[config.mk]
export PLATFORM = sky130hd
export DESIGN_NAME = jpeg_stream_merge
export DESIGN_NICKNAME = d
export VERILOG_FILES = /design/src/hw/jpeg_bits_pkg.sv /design/src/hw/jpeg_comp_pkg.sv /design/src/hw/frag_fifo.sv /design/src/hw/comp_sequencer.sv /design/src/hw/bit_packer.sv /design/src/hw/word_out_buf.sv /design/src/hw/jpeg_stream_merge.sv
export SDC_FILE = /design/constraint.sdc
export NUM_CORES = 1
export LEC_CHECK = 0
export ABC_AREA = 1
export BUFFER_PORTS_ARGS = -buffer_cell sky130_fd_sc_hd__buf_2
export CAP_MARGIN = 0
export CORE_ASPECT_RATIO = 1.5
export CORE_MARGIN = 8
export CORE_UTILIZATION = 30
export CTS_BUF_LIST = sky130_fd_sc_hd__clkbuf_4
export CTS_CLUSTER_DIAMETER = 50
export CTS_CLUSTER_SIZE = 40
export DETAILED_ROUTE_END_ITERATION = 6
export GPL_ROUTABILITY_DRIVEN = 0
export GPL_TIMING_DRIVEN = 1
export HOLD_SLACK_MARGIN = 0.08
export PLACE_DENSITY_LB_ADDON = 0.05
export SKIP_CTS_REPAIR_TIMING = 1
export SYNTH_ARGS = -nofsm -noshare
export SYNTH_HDL_FRONTEND = slang
export SYNTH_SLANG_ARGS = --single-unit
[constraint.sdc]
create_clock -name clk -period 4 [get_ports clk]
set_input_delay 0.6 -clock clk [delete_from_list [all_inputs] [get_ports clk]]
set_output_delay 0.6 -clock clk [all_outputs]
set_load 0.05 [all_outputs]
[src/hw/jpeg_bits_pkg.sv]
`default_nettype none

package jpeg_bits_pkg;

	localparam int WORD_BITS = 32; // Output word and fragment data width
	localparam int LEN_BITS = 6;   // Holds 1 to 32
	localparam int FILL_BITS = 6;  // Holds 0 to 63

	// Code bits, first bit in the MSB
	typedef logic [WORD_BITS-1:0] code_word_t;

	// Number of valid bits in a fragment
	typedef logic [LEN_BITS-1:0] bit_len_t;

	// Pending bits in the packer accumulator
	typedef logic [FILL_BITS-1:0] bit_count_t;

	// One variable-length code fragment, left-justified
	typedef struct packed
	{
		code_word_t data;
		bit_len_t len;
		logic eob; // Last fragment of the block
	} frag_t;

endpackage

`default_nettype wire

[src/hw/jpeg_comp_pkg.sv]
`default_nettype none

package jpeg_comp_pkg;

	// Color component, also the sequencer state
	typedef enum logic [1:0]
	{
		COMP_Y = 2'd0,
		COMP_CB = 2'd1,
		COMP_CR = 2'd2
	} comp_t;

	// Y blocks seen within the current MCU
	typedef logic [2:0] blk_count_t;

endpackage

`default_nettype wire

[src/hw/frag_fifo.sv]
`timescale 1ns/100ps
`default_nettype none

module frag_fifo #(
	parameter int FIFO_DEPTH = 8
) (
	input logic clk,
	input logic rst,
	input jpeg_bits_pkg::frag_t in_frag,
	input logic in_valid,
	output logic in_ready,
	output jpeg_bits_pkg::frag_t out_frag,
	output logic out_valid,
	input logic pop
);

	import jpeg_bits_pkg::*;

	localparam int PTR_BITS = $clog2(FIFO_DEPTH);
	localparam logic [PTR_BITS:0] FULL_COUNT = (PTR_BITS + 1)'(FIFO_DEPTH);

	frag_t mem [FIFO_DEPTH];
	logic [PTR_BITS-1:0] wr_ptr;
	logic [PTR_BITS-1:0] rd_ptr;
	logic [PTR_BITS:0] count;
	logic push;
	logic do_pop;

	assign in_ready = (count != FULL_COUNT);
	assign out_valid = (count != '0);
	assign out_frag = mem[rd_ptr]; // Show-ahead head entry

	assign push = in_valid && in_ready;
	assign do_pop = pop && out_valid;

	always_ff @(posedge clk)
	begin
		if (push)
			mem[wr_ptr] <= in_frag;
	end

	always_ff @(posedge clk)
	begin
		if (rst)
		begin
			wr_ptr <= '0;
			rd_ptr <= '0;
			count <= '0;
		end
		else
		begin
			if (push)
				wr_ptr <= wr_ptr + 1'b1; // Wraps, depth is a power of two
			if (do_pop)
				rd_ptr <= rd_ptr + 1'b1;
			case ({push, do_pop})
				2'b10: count <= count + 1'b1;
				2'b01: count <= count - 1'b1;
				default: count <= count;
			endcase
		end
	end

endmodule

`default_nettype wire

[src/hw/comp_sequencer.sv]
`timescale 1ns/100ps
`default_nettype none

module comp_sequencer #(
	parameter int Y_BLOCKS_PER_MCU = 1
) (
	input logic clk,
	input logic rst,
	input jpeg_bits_pkg::frag_t y_frag,
	input jpeg_bits_pkg::frag_t cb_frag,
	input jpeg_bits_pkg::frag_t cr_frag,
	input logic y_valid,
	input logic cb_valid,
	input logic cr_valid,
	output logic y_pop,
	output logic cb_pop,
	output logic cr_pop,
	output jpeg_bits_pkg::frag_t frag,
	output logic frag_valid,
	input logic frag_ready
);

	import jpeg_comp_pkg::*;

	localparam blk_count_t LAST_Y = blk_count_t'(Y_BLOCKS_PER_MCU - 1);

	comp_t state;
	comp_t state_next;
	blk_count_t y_count;
	logic xfer;
	logic block_done;

	// Only the current component reaches the packer
	always_comb
	begin
		frag = y_frag;
		frag_valid = y_valid;
		case (state)
			COMP_CB:
			begin
				frag = cb_frag;
				frag_valid = cb_valid;
			end
			COMP_CR:
			begin
				frag = cr_frag;
				frag_valid = cr_valid;
			end
			default:
			begin
				frag = y_frag;
				frag_valid = y_valid;
			end
		endcase
	end

	assign xfer = frag_valid && frag_ready;
	assign block_done = xfer && frag.eob;

	assign y_pop = xfer && (state == COMP_Y);
	assign cb_pop = xfer && (state == COMP_CB);
	assign cr_pop = xfer && (state == COMP_CR);

	always_comb
	begin
		case (state)
			COMP_Y: state_next = (y_count == LAST_Y) ? COMP_CB : COMP_Y;
			COMP_CB: state_next = COMP_CR;
			default: state_next = COMP_Y; // Cr closes the MCU
		endcase
	end

	always_ff @(posedge clk)
	begin
		if (rst)
		begin
			state <= COMP_Y;
			y_count <= '0;
		end
		else if (block_done)
		begin
			state <= state_next;
			if (state == COMP_Y)
				y_count <= (y_count == LAST_Y) ? '0 : y_count + 1'b1;
		end
	end

endmodule

`default_nettype wire

[src/hw/bit_packer.sv]
`timescale 1ns/100ps
`default_nettype none

module bit_packer (
	input logic clk,
	input logic rst,
	input jpeg_bits_pkg::frag_t frag,
	input logic frag_valid,
	output logic frag_ready,
	output jpeg_bits_pkg::code_word_t word,
	output logic word_valid,
	input logic word_ready,
	output jpeg_bits_pkg::bit_count_t fill
);

	import jpeg_bits_pkg::*;

	localparam int ACC_BITS = 2 * WORD_BITS;
	localparam bit_count_t FULL_WORD = bit_count_t'(WORD_BITS);

	logic [ACC_BITS-1:0] acc;       // Pending bits, MSB-aligned
	logic [ACC_BITS-1:0] keep_mask;
	logic [ACC_BITS-1:0] frag_bits;
	code_word_t data_mask;
	logic take_frag;
	logic take_word;

	// Fragments only while less than a word is pending
	assign frag_ready = (fill < FULL_WORD);
	assign word_valid = !frag_ready;
	assign word = acc[ACC_BITS-1 -: WORD_BITS];

	assign take_frag = frag_valid && frag_ready;
	assign take_word = word_valid && word_ready;

	// Top len bits of the fragment
	assign data_mask = ~({WORD_BITS{1'b1}} >> frag.len);

	// Bits below the fill are dropped, new bits land right under it
	assign keep_mask = ~({ACC_BITS{1'b1}} >> fill);
	assign frag_bits = {frag.data & data_mask, {WORD_BITS{1'b0}}} >> fill;

	always_ff @(posedge clk)
	begin
		if (take_word)
			acc <= acc << WORD_BITS;
		else if (take_frag)
			acc <= (acc & keep_mask) | frag_bits;
	end

	always_ff @(posedge clk)
	begin
		if (rst)
			fill <= '0;
		else if (take_word)
			fill <= fill - FULL_WORD; // Leftover carries into the next word
		else if (take_frag)
			fill <= fill + frag.len;
	end

endmodule

`default_nettype wire

[src/hw/word_out_buf.sv]
`timescale 1ns/100ps
`default_nettype none

module word_out_buf (
	input logic clk,
	input logic rst,
	input jpeg_bits_pkg::code_word_t in_word,
	input logic in_valid,
	output logic in_ready,
	output jpeg_bits_pkg::code_word_t out_word,
	output logic out_valid,
	input logic out_ready
);

	import jpeg_bits_pkg::*;

	code_word_t skid_word; // Holds a word while in_ready is low
	logic load_main;
	logic load_skid;

	assign load_main = in_ready ? (in_valid && (!out_valid || out_ready)) : out_ready;
	assign load_skid = in_ready && in_valid && out_valid && !out_ready;

	always_ff @(posedge clk)
	begin
		if (load_main)
			out_word <= in_ready ? in_word : skid_word;
		if (load_skid)
			skid_word <= in_word;
	end

	always_ff @(posedge clk)
	begin
		if (rst)
		begin
			out_valid <= 1'b0;
			in_ready <= 1'b1;
		end
		else if (in_ready)
		begin
			if (!out_valid || out_ready)
				out_valid <= in_valid;
			else if (in_valid)
				in_ready <= 1'b0; // Second entry now taken
		end
		else if (out_ready)
			in_ready <= 1'b1; // Skid word moves to the output
	end

endmodule

`default_nettype wire

[src/hw/jpeg_stream_merge.sv]
`timescale 1ns/100ps
`default_nettype none

module jpeg_stream_merge #(
	parameter int FIFO_DEPTH = 8,
	parameter int Y_BLOCKS_PER_MCU = 1
) (
	input logic clk,
	input logic rst,
	input jpeg_bits_pkg::frag_t y_in,
	input jpeg_bits_pkg::frag_t cb_in,
	input jpeg_bits_pkg::frag_t cr_in,
	input logic y_valid,
	input logic cb_valid,
	input logic cr_valid,
	output logic y_ready,
	output logic cb_ready,
	output logic cr_ready,
	output jpeg_bits_pkg::code_word_t out_word,
	output logic out_valid,
	input logic out_ready,
	output jpeg_bits_pkg::bit_count_t fill_level
);

	import jpeg_bits_pkg::*;

	frag_t y_head;
	frag_t cb_head;
	frag_t cr_head;
	logic y_head_valid;
	logic cb_head_valid;
	logic cr_head_valid;
	logic y_pop;
	logic cb_pop;
	logic cr_pop;
	frag_t seq_frag;
	logic seq_valid;
	logic seq_ready;
	code_word_t pack_word;
	logic pack_valid;
	logic pack_ready;

	frag_fifo #(.FIFO_DEPTH(FIFO_DEPTH)) y_fifo_i (
		.clk(clk), .rst(rst),
		.in_frag(y_in), .in_valid(y_valid), .in_ready(y_ready),
		.out_frag(y_head), .out_valid(y_head_valid), .pop(y_pop)
	);

	frag_fifo #(.FIFO_DEPTH(FIFO_DEPTH)) cb_fifo_i (
		.clk(clk), .rst(rst),
		.in_frag(cb_in), .in_valid(cb_valid), .in_ready(cb_ready),
		.out_frag(cb_head), .out_valid(cb_head_valid), .pop(cb_pop)
	);

	frag_fifo #(.FIFO_DEPTH(FIFO_DEPTH)) cr_fifo_i (
		.clk(clk), .rst(rst),
		.in_frag(cr_in), .in_valid(cr_valid), .in_ready(cr_ready),
		.out_frag(cr_head), .out_valid(cr_head_valid), .pop(cr_pop)
	);

	comp_sequencer #(.Y_BLOCKS_PER_MCU(Y_BLOCKS_PER_MCU)) comp_sequencer_i (
		.clk(clk), .rst(rst),
		.y_frag(y_head), .cb_frag(cb_head), .cr_frag(cr_head),
		.y_valid(y_head_valid), .cb_valid(cb_head_valid), .cr_valid(cr_head_valid),
		.y_pop(y_pop), .cb_pop(cb_pop), .cr_pop(cr_pop),
		.frag(seq_frag), .frag_valid(seq_valid), .frag_ready(seq_ready)
	);

	bit_packer bit_packer_i (
		.clk(clk), .rst(rst),
		.frag(seq_frag), .frag_valid(seq_valid), .frag_ready(seq_ready),
		.word(pack_word), .word_valid(pack_valid), .word_ready(pack_ready),
		.fill(fill_level)
	);

	word_out_buf word_out_buf_i (
		.clk(clk), .rst(rst),
		.in_word(pack_word), .in_valid(pack_valid), .in_ready(pack_ready),
		.out_word(out_word), .out_valid(out_valid), .out_ready(out_ready)
	);

endmodule

`default_nettype wire

# Word level (Yosys, flattened, before mapping)
# Memory sizes are Yosys's and may differ from the RTL's. A register that Yosys moved wholly into a read port is not among the register bits.
# Index checks and enable logic that the tools add are counted.
# op_classes
n_addsub,15
multipliers,0
div,0
order_cmp,1
eq_ne,11
n_shift,3
mux,30
bitwise_logic,5
n_reduce_logical,30
# op_table
op,n
64-bit 2-to-1 mux,2
39-bit one-hot mux with 2 select lines,1
64-bit bitwise AND,1
64-bit inverter,1
64-bit OR,1
64-bit by 6-bit >> shifter with 64-bit output,1
64-bit by 6-bit >> shifter with 64-bit output (first input constant),1
32-bit bitwise AND,1
32-bit 2-to-1 mux,1
32-bit inverter,1
32-bit by 6-bit >> shifter with 32-bit output (first input constant),1
4-bit one-hot mux with 2 select lines,3
3-bit by 1-bit adder with 3-bit output (second input constant),7
3-bit 2-to-1 mux,7
1-bit logical AND,15
4-bit by 1-bit adder with 4-bit output (second input constant),3
1-bit 2-to-1 mux,12
6-bit 2-to-1 mux,2
4-bit != test (second input constant),3
4-bit nonzero test,3
4-bit by 1-bit subtractor with 4-bit output (second input constant),3
2-bit by 1-bit == test with 1-bit output (second input constant),4
2-bit == test (second input constant),4
2-bit nonzero test,4
10 further kinds,13
# word_totals
reg_bits,171
latchBits,0
ram_bits,936
mem_bits_ro,0
inputBits,123
output_inout_bits,42
elab_cells,116
n_memories,3
# mem_list
name,depth,word_bits,read_ports,rd_clocked_by_memory_dff,write_ports,line,text
cb_fifo_i.mem,8,39,1,1,1,frag_fifo.sv:22,frag_t mem [FIFO_DEPTH];
cr_fifo_i.mem,8,39,1,1,1,frag_fifo.sv:22,
y_fifo_i.mem,8,39,1,1,1,frag_fifo.sv:22,

# Depth between registers and ports, before layout
# Gate-level depths: netlist of the first run.
# logic_depth
ltp_word,9
depth_mapped,24
depth_no_buf,22

# By module
# Synthesis of the first run repeated with hierarchy kept, for this count alone.
# hier_totals
hier_cells,4203
hier_area_um2,47854.6
# modules_own_cells
module,n_inst,cells_each,area_per_inst_um2,seq_area_each_um2
frag_fifo,3,970,12806.0,9629.2
bit_packer,1,882,5738.0,1721.7
word_out_buf,1,182,2529.9,1961.9
comp_sequencer,1,229,1168.6,100.1

# Least setup slack after synthesis of the first run
# OpenSTA, ideal clock, no wires.
# synth_timing
path_type,in2reg
start,in out_ready
end,"reg word_out_buf_i.out_word[0], enable pin"
setup_ns,0.466
arrival_ns,2.927
required_time_ns,3.534
slack_ns,0.607
cell_stages,2
n_path_buf,0
cell_sequence,inv_1 o21ai_0
# synth_between
elab_chain_len,3
# synth_lines
element,line,text
start: declaration,jpeg_stream_merge.sv:21,"input logic out_ready,"
1-bit logical OR,word_out_buf.sv:21,assign load_main = in_ready ? (in_valid && (!out_valid || out_ready)) : out_ready;
1-bit logical AND,word_out_buf.sv:21,
1-bit 2-to-1 mux (*),word_out_buf.sv:21,
net word_out_buf_i.load_main,word_out_buf.sv:18,logic load_main;
end signal: assignment,word_out_buf.sv:27,out_word <= in_ready ? in_word : skid_word;
end: declaration,word_out_buf.sv:10,"output jpeg_bits_pkg::code_word_t out_word,"
# The timed path passes the listed nets; every way through them passes the cells marked *.
# A chain may end at the register's enable or synchronous reset.

# Final worst setup path of the first run
# layout_timing
start,reg comp_sequencer_i.state[0]
end,"reg bit_packer_i.acc[35], enable pin"
# layout_between
elab_chain_len,4
elab_cells_between_ends,5
classes_between,2 x eq/ne; 1 x mux; 2 x reduce/logical
# layout_lines
element,line,text
start: declaration,comp_sequencer.sv:27,comp_t state;
start signal: assignment,comp_sequencer.sv:82,state <= state_next;
2-bit == test / 2-bit by 1-bit == test with 1-bit output (equally long branches),comp_sequencer.sv:38,case (state)
1-bit one-hot mux with 2 select lines (*),comp_sequencer.sv:38,
1-bit logical AND (*),bit_packer.sv:33,assign take_frag = frag_valid && frag_ready;
2-bit nonzero test (no source line) (*),-,
end signal: assignment,bit_packer.sv:46,acc <= acc << WORD_BITS;
end signal: assignment,bit_packer.sv:48,acc <= (acc & keep_mask) | frag_bits;
end: declaration,bit_packer.sv:21,logic [ACC_BITS-1:0] acc;
# Every way passes the cells marked *; elsewhere a longest branch is shown, timed or not.

==> results of run 1 <==
[worst reg2reg max path, delay by kind of cell (launching register included)]
| kind | cells | cell delay (ns) |
|---|---|---|
| buffers and inverters | 7 | 1.68 |
| and+or+nand+nor | 3 | 1.07 |
| DFF | 1 | 0.41 |
| adders and majority gates | 1 | 0.33 |
[worst paths after layout]
path                                                 from  slack [ns]                    to
worst max-delay path            comp_sequencer_i.state[0]        0.23  bit_packer_i.acc[35]
worst min-delay path                            cr_in[26]        0.26  cr_fifo_i.mem[3][26]
worst max register to register  comp_sequencer_i.state[0]        0.23  bit_packer_i.acc[35]
worst min register to register        bit_packer_i.acc[0]        0.46   bit_packer_i.acc[0]
[cell families (layout without fill, tap and decap cells)]
family                   after synthesis  count (layout)  synth area share
buffers and inverters                436             825            0.0472
adder cells (fa/ha/maj)               30              30           0.00854
AND/OR/NAND/NOR                     1814            1814             0.163
other                                  0              15                 0
XOR/XNOR                               5               5          0.000922
flip-flops                          1116            1116             0.688
AO/OA/AOI/OAI                        761             761            0.0923
[flip-flops by register name (all words and copies together) (netlist names), named ones only]
signal and cells:
comp_sequencer_i.state 2, bit_packer_i.acc 64, bit_packer_i.fill 6, word_out_buf_i.skid_word 32, y_fifo_i.count 4, cb_fifo_i.rd_ptr 3, cb_fifo_i.mem 312, cr_fifo_i.mem 312
y_fifo_i.mem 312, cr_fifo_i.count 4, cb_fifo_i.count 4, cr_fifo_i.wr_ptr 3, y_fifo_i.rd_ptr 3, y_fifo_i.wr_ptr 3, cr_fifo_i.rd_ptr 3, cb_fifo_i.wr_ptr 3
comp_sequencer_i.y_count 3, word_out_buf_i.out_valid 1, word_out_buf_i.in_ready 1, word_out_buf_i.out_word 32
[metrics by stage]
stage	setup WS (ns)	hold WS [ns]	cells	instance area, µm²	power [mW]
global route	0.0798	0.119	6639	54200	35.5
CTS	0.216	-0.539	6510	53000	34.0
finish	0.234	0.259	6647	54300	33.6
global placement	0.288	0.430	6287	51000	26.7
detailed placement	0.261	0.437	6287	51000	26.7
floorplan	0.607	0.419	4162	47500	21.9
[power groups by stage]
stage	logic [mW]	registers, mW	clock network (mW)
2_1_floorplan	7.20	14.7	0
3_3_place_gp	12.1	14.7	0
3_5_place_dp	12.0	14.7	0
4_1_cts	12.1	14.4	7.53
5_1_grt	13.2	14.5	7.89
6_report	12.0	14.4	7.14
[area by class of cell]
cell class | instances | area, µm²
Multi-Input combinational cell | 2610 | 12800
Antenna cell | 15 | 37.5
Timing Repair Buffer | 428 | 3450
Tap cell | 2081 | 2600
Inverter | 174 | 667
Clock buffer | 123 | 923
Sequential cell | 1116 | 32700
Fill cell | 16000 | 104000
Clock inverter | 100 | 1090
[routing by layer]
layer | global-route usage | vias to the layer above
li1 | - | 15600
met1 | 0.228 | 16400
met4 | 0.0640 | 26
met5 | 0 | -
met3 | 0.0291 | 226
met2 | 0.328 | 672
[synth_stat cells, types with 3 or more instances]
cell,count
a22o_1,3
a22oi_1,7
buf_4,42
o21ai_1,36
nor2_8,3
nand4_1,12
buf_8,4
nor3_1,4
fa_1,4
inv_2,13
buf_1,12
a21oi_1,166
o21ai_0,354
o22ai_1,16
clkbuf_1,72
edfxtp_1,1032
nand3_2,5
o221ai_1,68
o211ai_1,39
o31ai_1,10
nand2_2,9
buf_6,36
clkinv_1,4
nand2_1,783
a211oi_1,5
nor2_1,391
buf_2,96
a221oi_1,8
nor2_2,3
a221o_1,3
dfxtp_1,84
nand3_1,593
inv_1,154
a31oi_1,36
xnor2_1,3
o21a_1,4
ha_1,26
==> run metrics, run 1 <==
outcome complete, but fails checks; failing checks DRC; PwrDens 619 nW/µm²; synth unique cells 53; die height 503 µm; CP Cell Sequence inv_1 > ha_2 > buf_4 > nand3_1 > nand2_1 > buf_4 > buf_4 > inv_2 > nor2_1 > inv_1 > buf_12; hold path depth 2; Worst EP arrival 4.65 ns; largest net degree at the start of global routing 113; Max Slew Vio Count 0; Rows 179; Worst path depth 11; Initial Util 0.301; mapped cell area 47500 µm²; Flop pwr share 0.428; CTS tree yes; synth top area cells edfxtp_1 (65%), nand3_1 (6.2%), nand2_1 (6.2%); CP Capture Type flip-flop; CP max stage cell nor2_1; Final Cycle Share 0.942; Clock Tree Buf Depth 3; die area 172000 µm²; routed length per instance 24.5 µm; Sw Ratio 0.416; R2R cell count 11; worst skew pair latency 1.15 ns; Fin. Hold Viols 0; Final Core Density 0.344; wire length on met1 69500 µm; port bufs 164; Sw Pwr 13.9 mW; initial antenna violation count 27; worst path bufs/invs 7; Post-synth ARST share 0; Int Power 19.6 mW; Syn Inst Count 4162; Syn Nets 4315; Yosys top cell by area edfxtp_1; total CTS buffers 117; Post-DP HPWL 104000 µm; Worst Setup Path Type flip-flop to flip-flop; Via Count 32900; Core ar. 158000 µm²; unrepaired setup endpoints after global routing no; Data required, critical path 4.88 ns; peak supply drop 0.000288 V; layout cell share with drive strength beyond 1 0.135; CP dominant cell by count buf_4; clock sinks 1116; post-synthesis sequential area ratio 0.688; Clock Power Share 0.213; Slew HR 0.307; met3 WL post-DR 6130 µm; grt ovf 0; Post-Syn Area per Cell 11.4 µm²; LEAKAGE 19.2 nW; #FFs+latches synth 1116; startpoint types flip-flop; Tot GR Track Use 0.185; Final setup viols 0; Ports 165; EDFF count, synth 1032; Synth Warn # 0; Yosys top cell area share 0.653; maximum fanout along the worst path 37; FMAX 266 MHz; 1st-pass router iterations 7; final wirelength 163000 µm; total of max-cap violations 0; clock skew 0.0802 ns; combinational fraction of design power 0.359; Iteration-0 DRC Markers 2186; Post-DRT Antenna Nets 0; die width 341 µm; CTS root buf clkbuf_4; Min Clock Period, post-route 3.77 ns; synthesis-to-finish area growth 14.2%; most common cell after layout, fill and taps aside edfxtp_1; nets 4600; H-tree depth 3; Primary FF master, synth edfxtp_1; met2 wire length 81700 µm; Max stage delay on crit path 0.69 ns; worst hold path type input port to flip-flop; Top Family by Delay on Critical Path buffers and inverters; via/cell ratio 4.96; commonest non-fill, non-tap cells in the layout edfxtp_1 (1032), nand2_1 (783), nand3_1 (593); first-pass GRT wire length 235000 µm; vias in the first global route 32500; uppermost layer routed met5; DRC violations left 3; Setup TNS 0 ns; Least-Margin Pin Slew 1.03 ns; Reg clk slew, reported paths 0.17 ns
(Power assumes the default switching activity.)
==> run 2, diff against run 1 <==
- BUFFER_PORTS_ARGS: -buffer_cell sky130_fd_sc_hd__buf_2 -> -buffer_cell sky130_fd_sc_hd__buf_4
- SKIP_LAST_GASP: unset -> 1
==> run 2 against run 1 <==
Against the previous run:
- the run now ends clean
- clock-buffer cell count grew 10
- maximum frequency increased by 2.2%
- worst setup slack improved by 0.083 ns
- core utilization grew 0.40 points
- sequential share of layout area fell by 0.69 points
- global-route usage is essentially flat
- clock skew increased by 0.016 ns
- largest cell class unchanged
- largest power group unchanged
- highest routed layer unchanged
==> run metrics, run 2 (synthesized netlist as in run 1, its figures left out) <==
CTS root buf clkbuf_4; worst hold path type input port to flip-flop; R2R cell count 15; first-pass GRT wire length 235000 µm; area of the multi-input gates 12800 µm²; initial antenna violation count 29; Final Cycle Share 0.921; biggest regs cb_fifo_i.mem (312), cr_fifo_i.mem (312), y_fifo_i.mem (312); Max Slew Vio Count 0; Min Clock Period, post-route 3.68 ns; Post-DP Area 51400 µm²; layout cell share with drive strength beyond 1 0.137; LEAKAGE 19.4 nW; via/cell ratio 4.91; CTS tree yes; startpoint types flip-flop; unrepaired setup endpoints after global routing no; clock skew 0.0960 ns; commonest non-fill, non-tap cells in the layout edfxtp_1 (1032), nand2_1 (783), nand3_1 (593); die area 172000 µm²; Clock Tree Buf Depth 3; CP dominant cell by count nand3_1; Rows 179; Reg clk slew, reported paths 0.16 ns; Clock Power Share 0.223; CP Cell Sequence inv_1 > ha_1 > inv_2 > buf_4 > nand2_1 > a31oi_1 > a31oi_1 > nand3_1 > nand3_1 > nand3_1 > nand3_1 > nand3_1 > nand3_1 > nand2_1 > nand2_1; Iteration-0 DRC Markers 2120; Via Count 32700; outcome complete, no violations; clock sinks 1116; final wirelength 163000 µm; grt ovf 0; Data required, critical path 4.90 ns; Final setup viols 0; Post-DRT Antenna Nets 0; largest net degree at the start of global routing 94; total CTS buffers 118; routed length per instance 24.5 µm; Worst EP arrival 4.59 ns; vias in the first global route 32200; Ports 165; combinational fraction of design power 0.355; 1st-pass router iterations 6; Core ar. 158000 µm²; DRC violations left 0; cell area after layout 54900 µm²; Max stage delay on crit path 0.61 ns; PwrDens 619 nW/µm²; Tot GR Track Use 0.185; Setup TNS 0 ns; Post-DP HPWL 105000 µm; die width 341 µm; maximum fanout along the worst path 13; fillcell total 15800; Flop pwr share 0.422; Slew HR 0.214; Worst Setup Path Type flip-flop to flip-flop; synthesis-to-finish area growth 15.6%; total of max-cap violations 0; Initial Util 0.301; FMAX 271 MHz; Sw Ratio 0.401; CP max stage cell a31oi_1; hold path depth 2; sequential standard cell area 32700 µm²; Int Power 20.3 mW; Least-Margin Pin Slew 1.17 ns; H-tree depth 3; peak supply drop 0.000374 V; most common cell after layout, fill and taps aside edfxtp_1; Sw Pwr 13.6 mW; port bufs 164; Final Core Density 0.348; die height 503 µm; Fin. Hold Viols 0; CP Capture Type flip-flop; nets 4611; worst skew pair latency 1.15 ns
==> run 2: power by group through the flow <==
stage	Sequential, mW	Combinational [mW]	Clock (mW)
4_1_cts	14.4	12.1	7.94
5_1_grt	14.5	13.2	8.30
6_report	14.4	12.1	7.57
2_1_floorplan	14.7	7.20	0
3_5_place_dp	14.7	12.1	0
3_3_place_gp	14.6	12.1	0
==> run 2: cell type report <==
| type | instances | area share |
|---|---|---|
| clock buffers | 133 | 0.0182 |
| diodes | 16 | 0.000730 |
| repair buffers | 438 | 0.0715 |
| flip-flops and latches | 1116 | 0.596 |
| multi-input cells | 2610 | 0.233 |
| clock inverters | 93 | 0.0212 |
| inverters | 174 | 0.0122 |
| well taps | 2081 | 0.0474 |
==> run 2: layer usage <==
| metal | routed length (µm) | global-route usage | vias up |
|---|---|---|---|
| met4 | 3800 | 0.0518 | 16 |
| met1 | 70500 | 0.235 | 16200 |
| met3 | 6080 | 0.0276 | 180 |
| met5 | 94 | 0 | - |
| li1 | - | - | 15600 |
| met2 | 82400 | 0.327 | 660 |
==> run 2: worst max-delay path: cells and delay by family, from the launching register on <==
| kind | cells | cell delay, ns |
|---|---|---|
| buf+inv | 3 | 0.79 |
| flops | 1 | 0.41 |
| fa+ha+maj | 1 | 0.32 |
| simple gates | 9 | 1.04 |
| compound gates | 2 | 0.85 |
==> run 2: path summary, 6_finish.rpt <==
| kind | from | end | slack (ns) |
|---|---|---|---|
| worst min register to register | bit_packer_i.acc[0] | bit_packer_i.acc[0] | 0.47 |
| worst min-delay path | y_in[9] | y_fifo_i.mem[3][9] | 0.21 |
| worst max-delay path | comp_sequencer_i.state[0] | bit_packer_i.acc[39] | 0.32 |
| worst max register to register | comp_sequencer_i.state[0] | bit_packer_i.acc[39] | 0.32 |
==> run 2: through the flow <==
step	hold slack (ns)	power (mW)	setup WS, ns	cells
floorplan	0.419	21.9	0.607	4162
global placement	0.429	26.8	0.198	6295
detailed placement	0.436	26.7	0.173	6295
CTS	-0.568	34.4	0.0948	6521
global route	0.0791	36.0	0.0573	6654
finish	0.213	34.0	0.317	6661
